### src/design/vdf_pkg.sv
package vdf_pkg;

    localparam int NUM_WORDS = 4;
    localparam int WORD_LEN  = 16;
    localparam int BIT_LEN   = WORD_LEN + 1;        // one redundant bit per limb.
    localparam int VALUE_LEN = NUM_WORDS * WORD_LEN;
    localparam int COUNT_LEN = 16;
    localparam int COL_LEN   = 40;
    localparam int SUM_LEN   = COL_LEN + WORD_LEN + 2; // per position fold sum.

    // prime 2^64 - 59 keeps every fold residue small.
    localparam logic [VALUE_LEN-1:0] MODULUS = 64'hFFFF_FFFF_FFFF_FFC5;

    typedef logic [NUM_WORDS-1:0][BIT_LEN-1:0]                limb_vec_t;
    typedef logic [2*NUM_WORDS-1:0][COL_LEN-1:0]              column_vec_t;
    typedef logic [NUM_WORDS-1:0][SUM_LEN-1:0]                sum_vec_t;
    typedef logic [NUM_WORDS-1:0][NUM_WORDS-1:0][WORD_LEN-1:0] fold_table_t;

    typedef struct packed {
        logic [VALUE_LEN-1:0] operand;
        logic [COUNT_LEN-1:0] iterations;
    } sq_request_t;

    // 2^(16k) mod MODULUS for the high columns k = NUM_WORDS .. 2*NUM_WORDS-1.
    function automatic fold_table_t fold_table();
        fold_table_t        residues;
        logic [VALUE_LEN:0] power;
        residues = '0;
        power    = {{VALUE_LEN{1'b0}}, 1'b1};
        for (int b = 1; b <= WORD_LEN * (2 * NUM_WORDS - 1); b++) begin
            power = power << 1;
            if (power >= {1'b0, MODULUS}) begin
                power = power - {1'b0, MODULUS};
            end
            if (b >= VALUE_LEN && b % WORD_LEN == 0) begin
                residues[b / WORD_LEN - NUM_WORDS] = power[VALUE_LEN-1:0];
            end
        end
        return residues;
    endfunction

    localparam fold_table_t FOLD_CONST = fold_table();

    // ripple the position sums into words, then bring bit 64 and up back in
    // through 2^64 mod MODULUS.
    function automatic limb_vec_t fold_normalize(input sum_vec_t sums);
        logic [SUM_LEN-1:0]   acc;
        logic [SUM_LEN-1:0]   carry;
        logic [VALUE_LEN-1:0] words;
        logic [VALUE_LEN:0]   value;
        limb_vec_t            limbs;
        carry = '0;
        for (int w = 0; w < NUM_WORDS; w++) begin
            acc = sums[w] + carry;
            words[w*WORD_LEN +: WORD_LEN] = acc[WORD_LEN-1:0];
            carry = acc >> WORD_LEN;
        end
        value = {1'b0, words} + (VALUE_LEN+1)'(carry) * {1'b0, FOLD_CONST[0]};
        for (int w = 0; w < NUM_WORDS - 1; w++) begin
            limbs[w] = {1'b0, value[w*WORD_LEN +: WORD_LEN]};
        end
        limbs[NUM_WORDS-1] = value[VALUE_LEN:(NUM_WORDS-1)*WORD_LEN]; // top limb keeps bit 64.
        return limbs;
    endfunction

endpackage
### src/design/iteration_controller.sv
module iteration_controller (
    input  logic                 clk,
    input  logic                 reset,
    input  logic                 start,
    input  vdf_pkg::sq_request_t request,
    input  vdf_pkg::limb_vec_t   next_limbs,
    input  logic                 done,
    output vdf_pkg::limb_vec_t   limbs,
    output logic                 finish_load,
    output logic                 busy,
    output logic                 valid
);
    import vdf_pkg::*;

    typedef enum logic [1:0] {
        IDLE,
        LOAD,
        SQUARE,
        FINISH
    } state_t;

    state_t               state;
    logic [COUNT_LEN-1:0] remaining;
    sq_request_t          pending;

    always_ff @(posedge clk) begin
        if (reset) begin
            state       <= IDLE;
            remaining   <= '0;
            finish_load <= 1'b0;
            valid       <= 1'b0;
        end else begin
            finish_load <= 1'b0;
            valid       <= 1'b0;
            case (state)
                IDLE: begin
                    if (start) begin
                        state <= LOAD;
                    end
                end
                LOAD: begin
                    remaining <= pending.iterations;
                    if (pending.iterations == '0) begin
                        state       <= FINISH;  // nothing to square.
                        finish_load <= 1'b1;
                    end else begin
                        state <= SQUARE;
                    end
                end
                SQUARE: begin
                    remaining <= remaining - 1'b1;
                    if (remaining == COUNT_LEN'(1)) begin
                        state       <= FINISH;
                        finish_load <= 1'b1;
                    end
                end
                FINISH: begin
                    if (done) begin
                        state <= IDLE;
                        valid <= 1'b1;
                    end
                end
                default: begin
                    state <= IDLE;
                end
            endcase
        end
    end

    always_ff @(posedge clk) begin
        if (state == IDLE && start) begin
            pending <= request;
        end
        if (state == LOAD) begin
            for (int w = 0; w < NUM_WORDS; w++) begin
                limbs[w] <= {1'b0, pending.operand[w*WORD_LEN +: WORD_LEN]};
            end
        end else if (state == SQUARE) begin
            limbs <= next_limbs;
        end
    end

    assign busy = (state != IDLE);

endmodule

### config.mk
export PLATFORM = sky130hd
export DESIGN_NAME = iteration_controller
export DESIGN_NICKNAME = d
export VERILOG_FILES = /design/src/design/vdf_pkg.sv /design/src/design/iteration_controller.sv
export SDC_FILE = /design/constraint.sdc
export NUM_CORES = 1
export LEC_CHECK = 0
export BUFFER_PORTS_ARGS = -buffer_cell sky130_fd_sc_hd__buf_4
export CORE_MARGIN = 4
export CORE_UTILIZATION = 45
export DETAILED_ROUTE_END_ITERATION = 8
export GPL_TIMING_DRIVEN = 0
export PLACE_DENSITY = 0.85
export SYNTH_ARGS = -nofsm -noshare
export SYNTH_HDL_FRONTEND = slang
export SYNTH_SLANG_ARGS = --single-unit
export TNS_END_PERCENT = 5
### constraint.sdc
create_clock -name clk -period 8.74 [get_ports clk]
set_input_delay 2.622 -clock clk [delete_from_list [all_inputs] [get_ports clk]]
set_output_delay 2.622 -clock clk [all_outputs]
set_load 0.02 [all_outputs]
# Word level (Yosys, flattened, before mapping)

Cells that the tools add are included.

$add $sub $neg: 1
Multipliers: 0
Divide/modulo/power cells: 0
Order comparisons: 0
Equality and inequality tests: 7
Shifts and indexed selects: 0
Muxes and demuxes: 12
Bitwise gates (word level): 1
Reduce and logical (&&, ||, !) cells: 7

Operators with widths:

| cell                                                 | count |
|---|---|
| two-way mux 67 bit                                   | 2 |
| case mux 16 bit (2 select lines)                     | 1 |
| equality test 16 x 1 -> 1 bit, second input constant | 1 |
| zero test 16 bit                                     | 1 |
| subtractor 16 x 1 -> 16 bit, second input constant   | 1 |
| case mux 2 bit (4 select lines)                      | 1 |
| two-way mux 2 bit                                    | 3 |
| inequality test 2 bit, second input constant         | 3 |
| equality test 2 bit, second input constant           | 2 |
| two-way mux 1 bit                                    | 4 |
| nonzero test 2 bit                                   | 2 |
| AND reduction 3 bit                                  | 1 |
| equality test 2 x 1 -> 1 bit, second input constant  | 1 |
| zero test 2 bit                                      | 1 |
| case mux 1 bit (2 select lines)                      | 1 |
| OR reduction 2 bit                                   | 1 |
| logical AND 1 bit                                    | 1 |
| inverter 1 bit                                       | 1 |

Register bits: 168
Latch bits: 0
Memory bits (writable): 0
Bits in read-only memories: 0
Bits of input ports: 152
Word-level logic and storage cells: 42
Memories kept: 0

# Longest topological paths before layout

Gate-level depths: netlist of the first run.

Depth after elaboration: 3
Depth in mapped cells: 7

# Worst setup path after synthesis of the first run

OpenSTA, ideal clock, no wires.

Path type: input to register
From: input port start
To: register pending[0] (netlist bit) (enable)
Setup time: 0.447 ns
Arrival: 4.479 ns
Required time: 8.293 ns
Setup slack: 3.814 ns
Stages: 1
Path buffers: 0
Cell sequence: and2_1

Word-level cells in the longest chain between the ends: 1

RTL lines:

| element                | RTL line                   | source |
|---|---|---|
| start: declaration     | iteration_controller.sv:4  | `input logic start,` |
| logical AND 1 bit      | iteration_controller.sv:71 | `if (state == IDLE && start) begin` |
| end signal: assignment | iteration_controller.sv:72 | `pending <= request;` |
| end: declaration       | iteration_controller.sv:24 | `sq_request_t pending;` |

Every way passes these cells.
A chain may end at the register's enable or synchronous reset.

# Worst setup path after layout of the first run

From: register state[0]
To: output port busy

Word-level cells in the longest chain between the ends: 1

RTL lines:

| element                  | RTL line                   | source |
|---|---|---|
| start: declaration       | iteration_controller.sv:22 | `state_t state;` |
| start signal: assignment | iteration_controller.sv:28 | `state <= IDLE;` |
| start signal: assignment | iteration_controller.sv:38 | `state <= LOAD;` |
| start signal: assignment | iteration_controller.sv:44 | `state <= FINISH;` |
| nonzero test 2 bit       | iteration_controller.sv:83 | `assign busy = (state != IDLE);` |
| end: declaration         | iteration_controller.sv:10 | `output logic busy,` |

Every way passes these cells.

==> results by group, run 1 <==
Yosys
  • Number of flops mapped to enable cells by yosys: 144
  • Syn Inst Count: a little over 400
  • Synth unique cells: 50
  • Ys flop type: edfxtp_1
  • Seq/Total Area, Yosys: roughly three quarters
  • Async SR Flop Fraction: 0%
  • Post-Syn Nets: 565
  • Post-Synth XOR/XNOR Area: 0%
  • Simple-gate share of the synthesized area: under 10%
  • Yosys warns: 0
  • Compound-cell area share of the yosys netlist: a little over an eighth
  • Yosys reg bits: between 150 and 200
  • Adder-Cell Fraction of Synth Area: roughly 1.4%
  • Syn_area_per_cell: between 15 and 20 um2
  • Largest family of logic cells by synthesized area: compound AO/OA/AOI/OAI gates
  • Mapped Area: 6470 um2
  • Mux share of post-synthesis cell area: 1.57%

Clocking
  • Root buffer cell: clkbuf_16
  • Post-cts resize count: 0
  • Clock Path Buffers: 2
  • CTS sink cnt: ~170
  • H-tree Lvls: 4
  • Post-CTS Setup Bufs: 0
  • Hold buffer count at CTS: 0
  • Num CTS Buffers: 17
  • Clock Latency Late Sink: ~0.42 ns
  • CTS tree: built
  • Clock transition at path regs: 0.06 ns

Finish
  • # fillers: approximately 1000
  • N_diodes: 0
  • Commonest non-fill, non-tap cell in the layout: buf_4
  • Final non-filler cell total: ~840
  • Fin nets: slightly above 800
  • Final Cell Area: approximately 9000 um2
  • Area of the multi-input gates: ~1600 um2
  • Area Overhead vs Synth: 39.7%
  • Reg area: slightly below 5000 um2
  • Most frequent cells in the layout: 222 x buf_4, 144 x edfxtp_1, 66 x a22o_1
  • Share of cells above drive strength 1: 40.7%

Global routing
  • Total grt overflow: 0
  • Largest net degree at the start of global routing: between 60 and 70
  • Vias in the first global route: ~4600
  • First-pass GRT wire length: 25.2 mm
  • Initial antenna violation count: 0
  • All-Layer GR Usage: 20.1%

Setup path
  • Worst setup path start: state[0]
  • CP arrival: ~1.3 ns
  • Setup crit end kind: output pin
  • WP data required: between 6 and 7 ns
  • Crit start category: flip-flop
  • Reg-to-reg startpoint: state[0]
  • Max FO, Critical Path: 4
  • Crit path kind: reg2out

Drt
  • Final WL: between 15 and 20 mm
  • Post-route ant nets: 0
  • DR pass1 iterations: 5
  • Vias per cell: between 5 and 6
  • Initial drt markers: about 410
  • WL per Instance: 19.6 um
  • Via count: between 4000 and 5000
  • DRC viols: 0

Timing
  • Setup TNS: 0 ns
  • RSZ-0062 raised after global routing: no
  • Slew HR: 40.6%
  • Max Slew Vio Count: 0
  • Fmax: between 200 and 300 MHz
  • Worst Tran Pin Value: a little under 0.9 ns
  • Final Critical Period: between 3 and 4 ns
  • Fin crit share: between 40% and 50%
  • Final hold viol count: 0
  • # setup viols final: 0
  • Layout Skew: between 0.005 and 0.006 ns

Floorplan
  • Die X: approximately 130 um
  • I/O Pins: approximately 220
  • Overall die area: 16400 um2
  • Die H: 128 um
  • Initial Utilization: between 40 and 50%
  • Core Box Area: around 14000 um2
  • Row count: 43

Run status
  • Outcome: finished, final reports clean

Worst hold path
  • Min-delay worst type: reg2reg
  • Hold Startpoint: limbs[67]

Placed design
  • DP Area: around 8400 um2
  • Gp weighted congestion: approximately 0.9
  • Post-DP HPWL: between 10 and 15 mm
  • Inst Count DP: 809
  • PortBufs: about 220

Job
  • Max-Cap Viols: 0

Power
  • LEAKAGE: 3.60 nW
  • Max rail drop VDD: ~0.00024 V
  • Power Dens Cells: roughly 410 nW/um2
==> area by class of cell <==
cell class | count | share of cell area (%)
Tap cell | 180 | 2.49
Timing Repair Buffer | 223 | 18.7
Clock inverter | 9 | 1.91
Buffer | 21 | 0.970
Inverter | 9 | 0.374
Sequential cell | 168 | 53.2
Multi-Input combinational cell | 208 | 17.2
Clock buffer | 23 | 5.18
==> critical path, stage by stage, from the launching register on <==
cell and delay [ns]:
dfxtp_1 0.39, inv_1 0.14, ha_4 0.19, inv_1 0.07, buf_4 0.14
==> sequential cells by signal, indices dropped and copies added, names as in the netlist <==
name / flops
valid: 1
finish_load: 1
state: 2
limbs: 68
pending: 80
remaining: 16
==> synthesized netlist by cell type, types with 2 or more instances <==
| cell type | n | area, um2 |
|---|---|---|
| edfxtp_1 | 144 | 4320 |
| nor2_1 | 27 | 101 |
| a22oi_1 | 5 | 37.5 |
| o22ai_1 | 4 | 25.0 |
| clkbuf_1 | 13 | 48.8 |
| mux2i_1 | 9 | 90.1 |
| clkinv_1 | 2 | 7.51 |
| nand2b_1 | 6 | 37.5 |
| nand3b_1 | 2 | 15.0 |
| o21ai_0 | 4 | 20.0 |
| or4_1 | 4 | 30.0 |
| a22o_1 | 66 | 578 |
| nand3_1 | 5 | 25.0 |
| nand4_1 | 5 | 31.3 |
| nor4_1 | 3 | 18.8 |
| a31oi_1 | 5 | 31.3 |
| a21oi_1 | 8 | 40.0 |
| o311ai_0 | 2 | 17.5 |
| nor4b_1 | 2 | 17.5 |
| nand2_1 | 11 | 41.3 |
| nor3_1 | 5 | 25.0 |
| dfxtp_1 | 24 | 480 |
| and2_1 | 3 | 18.8 |
| inv_1 | 7 | 26.3 |
| buf_2 | 7 | 35.0 |
| nor3_4 | 2 | 32.5 |
| ha_1 | 7 | 87.6 |
| nor2b_1 | 2 | 12.5 |
==> cell families (layout without fill, tap and decap cells) <==
group / count (synthesis) / in the layout
DFF: 168 / 168
AOI/OAI and AO/OA: 107 / 107
and+or+nand+nor: 84 / 84
buffers and inverters: 30 / 285
muxes: 10 / 10
adders and majority gates: 7 / 7
==> per-layer routing <==
| layer | GRT usage, % | wire (um) | vias up | share of wire (%) |
|---|---|---|---|---|
| li1 | - | - | 2112 | - |
| met1 | 24.5 | 6480 | 2188 | 39 |
| met2 | 33.5 | 8240 | 236 | 50 |
| met3 | 5.71 | 1350 | 37 | 8.2 |
| met4 | 8.43 | 399 | 0 | 2.4 |
| met5 | 0 | 0 | - | 0 |
==> power breakdown <==
group	switching, mW	internal, mW
Combinational	0.894	0.555
Clock	0.286	0.521
Sequential	0.136	1.30
==> final timing paths <==
path                            slack, ns             to  depth (start not counted)
worst max-delay path                 4.78           busy                          4
worst min-delay path                 0.51      limbs[67]                          2
worst max register to register       5.95  remaining[15]                          7
worst min register to register       0.51      limbs[67]                          2
==> stage by stage <==
stage | setup WS [ns] | utilization [%] | total power [mW] | hold slack [ns]
3_5_place_dp | 4.80 | 60.0 | 2.90 | 0.486
6_report | 4.78 | 64.6 | 3.69 | 0.510
2_1_floorplan | 3.81 | - | 2.32 | 0.472
3_3_place_gp | 3.05 | 59.7 | 2.85 | 0.479
5_1_grt | 4.70 | 64.6 | 3.88 | 0.532
4_1_cts | 4.77 | 64.6 | 3.71 | 0.512
Power figures use the tool's default switching activity.
==> run 2, diff against run 1 <==
PLACE_DENSITY = 0.88   (was 0.85)
clock period = 3.4 ns   (was 8.74 ns; I/O delays follow)
==> run 2 against run 1 <==
Utilization shrank 0.45 points. Clock skew increased by 0.0014 ns. Clock power rose by 130%. Power grew to 2.5 times the previous value. Worst hold slack better by 0.0062 ns. Routed wire length fell by 0.93%. Worst setup slack got worse by 4.1 ns. Largest power group unchanged. Sequential cell count did not move. Non-clock buffer count did not move. Clock-buffer cell count shrank 6.
==> results by group, run 2 (same netlist as run 1, synthesis figures left out) <==
Clocking
  • Num CTS Buffers: 17 (unchanged)
  • H-tree Lvls: 4 (unchanged)
  • CTS tree: built
  • Root buffer cell: clkbuf_16
  • Hold buffer count at CTS: 0 (unchanged)
  • Clock Latency Late Sink: 0.42 ns (about the same)
  • Clock Path Buffers: 2 (unchanged)
  • CTS sink cnt: 168 (unchanged)
  • Post-CTS Setup Bufs: 0 (unchanged)
  • Clock transition at path regs: 0.06 ns (about the same)
  • Post-cts resize count: 0 (unchanged)

Finish
  • Largest Register: pending
  • # fillers: 1035 (+0.68%)
  • Reg area: 4800 um2 (unchanged)
  • Final non-filler cell total: 841 (unchanged)
  • N_diodes: 0 (unchanged)
  • Most frequent cells in the layout: 222 x buf_4, 144 x edfxtp_1, 66 x a22o_1
  • Area Overhead vs Synth: 38.7%
  • Largest register FFs: 80 (unchanged)
  • Fin nets: 807 (unchanged)
  • Largest regs: pending: 80 flops, limbs: 68 flops, remaining: 16 flops
  • Final Cell Area: 8970 um2 (-0.69%)
  • Commonest non-fill, non-tap cell in the layout: buf_4
  • Area of the multi-input gates: 1560 um2 (unchanged)
  • Share of cells above drive strength 1: 41.0% (+0.30 points)

Global routing
  • First-pass GRT wire length: 24.9 mm (-1.1%)
  • All-Layer GR Usage: 19.8% (-0.21 points)
  • Total grt overflow: 0 (unchanged)
  • Largest net degree at the start of global routing: 68 (unchanged)
  • Initial antenna violation count: 0 (unchanged)
  • Vias in the first global route: 4715 (+2.1%)

Drt
  • Via count: 4614 (+0.90%)
  • Post-route ant nets: 0 (unchanged)
  • DR pass1 iterations: 6 (+1)
  • Vias per cell: 5.49 (+0.90%)
  • Initial drt markers: 353 (-13%)
  • WL per Instance: 19.4 um (-0.93%)
  • Final WL: 16.3 mm (-0.93%)
  • DRC viols: 0 (unchanged)

Placed design
  • PortBufs: 222 (unchanged)
  • Inst Count DP: 809 (unchanged)
  • DP Area: 8390 um2 (unchanged)
  • Post-DP HPWL: 12.2 mm (+2.5%)
  • Gp weighted congestion: 0.858 (-2.8%)

Timing
  • Fin crit share: 79.8%
  • Final Critical Period: about 2.7 ns
  • Max Slew Vio Count: 0 (unchanged)
  • Setup TNS: 0 ns (unchanged)
  • Final hold viol count: 0 (unchanged)
  • RSZ-0062 raised after global routing: no
  • Worst Tran Pin Value: 0.861 ns (-0.0293 ns)
  • Slew HR: 42.6% (+2.0 points)
  • Fmax: between 300 and 400 MHz
  • # setup viols final: 0 (unchanged)
  • Layout Skew: 0.00661 ns (+0.00138 ns)

Worst hold path
  • Min-delay worst type: reg2reg

Setup path
  • Max FO, Critical Path: 67 (+63)
  • Crit path kind: reg2reg
  • Worst path slowest cell: ha_4
  • CP arrival: 3.00 ns (+1.66 ns)
  • Worst-path cell chain: inv_1 > ha_4 > buf_2 > clkinv_1 > a22o_1 > nand2b_1 > o211ai_2
  • Setup crit end kind: flip-flop
  • Crit start category: flip-flop
  • Crit-path max cell delay: 0.82 ns (+0.43 ns)
  • WP data required: 3.69 ns (-2.43 ns)

Power
  • Power Internal: 5.85 mW (+150%)
  • LEAKAGE: 3.57 nW (-0.85%)
  • Net Sw Power: 3.40 mW (+160%)
  • Switching share of power: 36.8% (+1.2 points)
  • Clk pwr share: 20.2% (-1.7 points)
  • Logic pwr share: 39.9% (+0.7 points)
  • Power Dens Cells: 1030 nW/um2 (+150%)
  • Total power: 9.26 mW (+150%)
  • Sequential share of power: 39.9% (+1.0 points)
  • Max rail drop VDD: 0.000649 V (+170%)

Run status
  • Outcome: finished, final reports clean

Floorplan
  • Core Box Area: 14000 um2 (unchanged)
  • Die X: 128 um (unchanged)
  • Die H: 128 um (unchanged)
  • Row count: 43 (unchanged)
  • Overall die area: 16400 um2 (unchanged)
  • I/O Pins: 223 (unchanged)
  • Initial Utilization: 46.2% (unchanged)

Job
  • Max-Cap Viols: 0 (unchanged)
-- run 2: power groups by stage --
stage          sequential [mW]  combinational [mW]  clock [mW]
2_1_floorplan             4.24                1.73           0
3_3_place_gp              3.74                3.48           0
3_5_place_dp              3.73                3.72           0
4_1_cts                   3.70                3.74        1.90
5_1_grt                   3.76                3.99        1.99
6_report                  3.69                3.70        1.87
-- run 2: path summary, 6_finish.rpt --
kind | start | endpoint | slack (ns) | cells past startpoint
min reg2reg | limbs[33] | limbs[33] | 0.52 | 2
max | state[0] | remaining[15] | 0.69 | 7
min | limbs[33] | limbs[33] | 0.52 | 2
max reg2reg | state[0] | remaining[15] | 0.69 | 7
-- run 2: layout make-up --
cell class | instances | area share [%]
Buffer | 21 | 0.976
Clock buffer | 17 | 4.74
Clock inverter | 15 | 1.70
Inverter | 9 | 0.377
Multi-Input combinational cell | 208 | 17.3
Sequential cell | 168 | 53.6
Tap cell | 180 | 2.51
Timing Repair Buffer | 223 | 18.8
-- run 2: stage by stage --
stage / hold slack, ns / utilization, % / worst slack (ns)
after floorplan: 0.472 / - / 0.0760
after global placement: 0.478 / 59.7 / -0.705
after detailed placement: 0.502 / 60.0 / 0.633
after CTS: 0.510 / 64.1 / 0.608
after global routing: 0.558 / 64.1 / 0.443
final: 0.516 / 64.1 / 0.687
-- run 2: metal layers --
layer / global-route usage, % / routed length [um]
met1: 23.8 / 6140
met4: 8.86 / 565
met3: 5.67 / 1290
met2: 33.3 / 8320
met5: 0 / 0
-- run 2: worst max-delay path: cells and delay by family, from the launching register on --
family	cells	cell delay, ns
AO/OA/AOI/OAI	2	0.41
adder cells (fa/ha/maj)	1	0.82
buffers and inverters	3	0.87
flip-flops	1	0.39
AND/OR/NAND/NOR	1	0.08
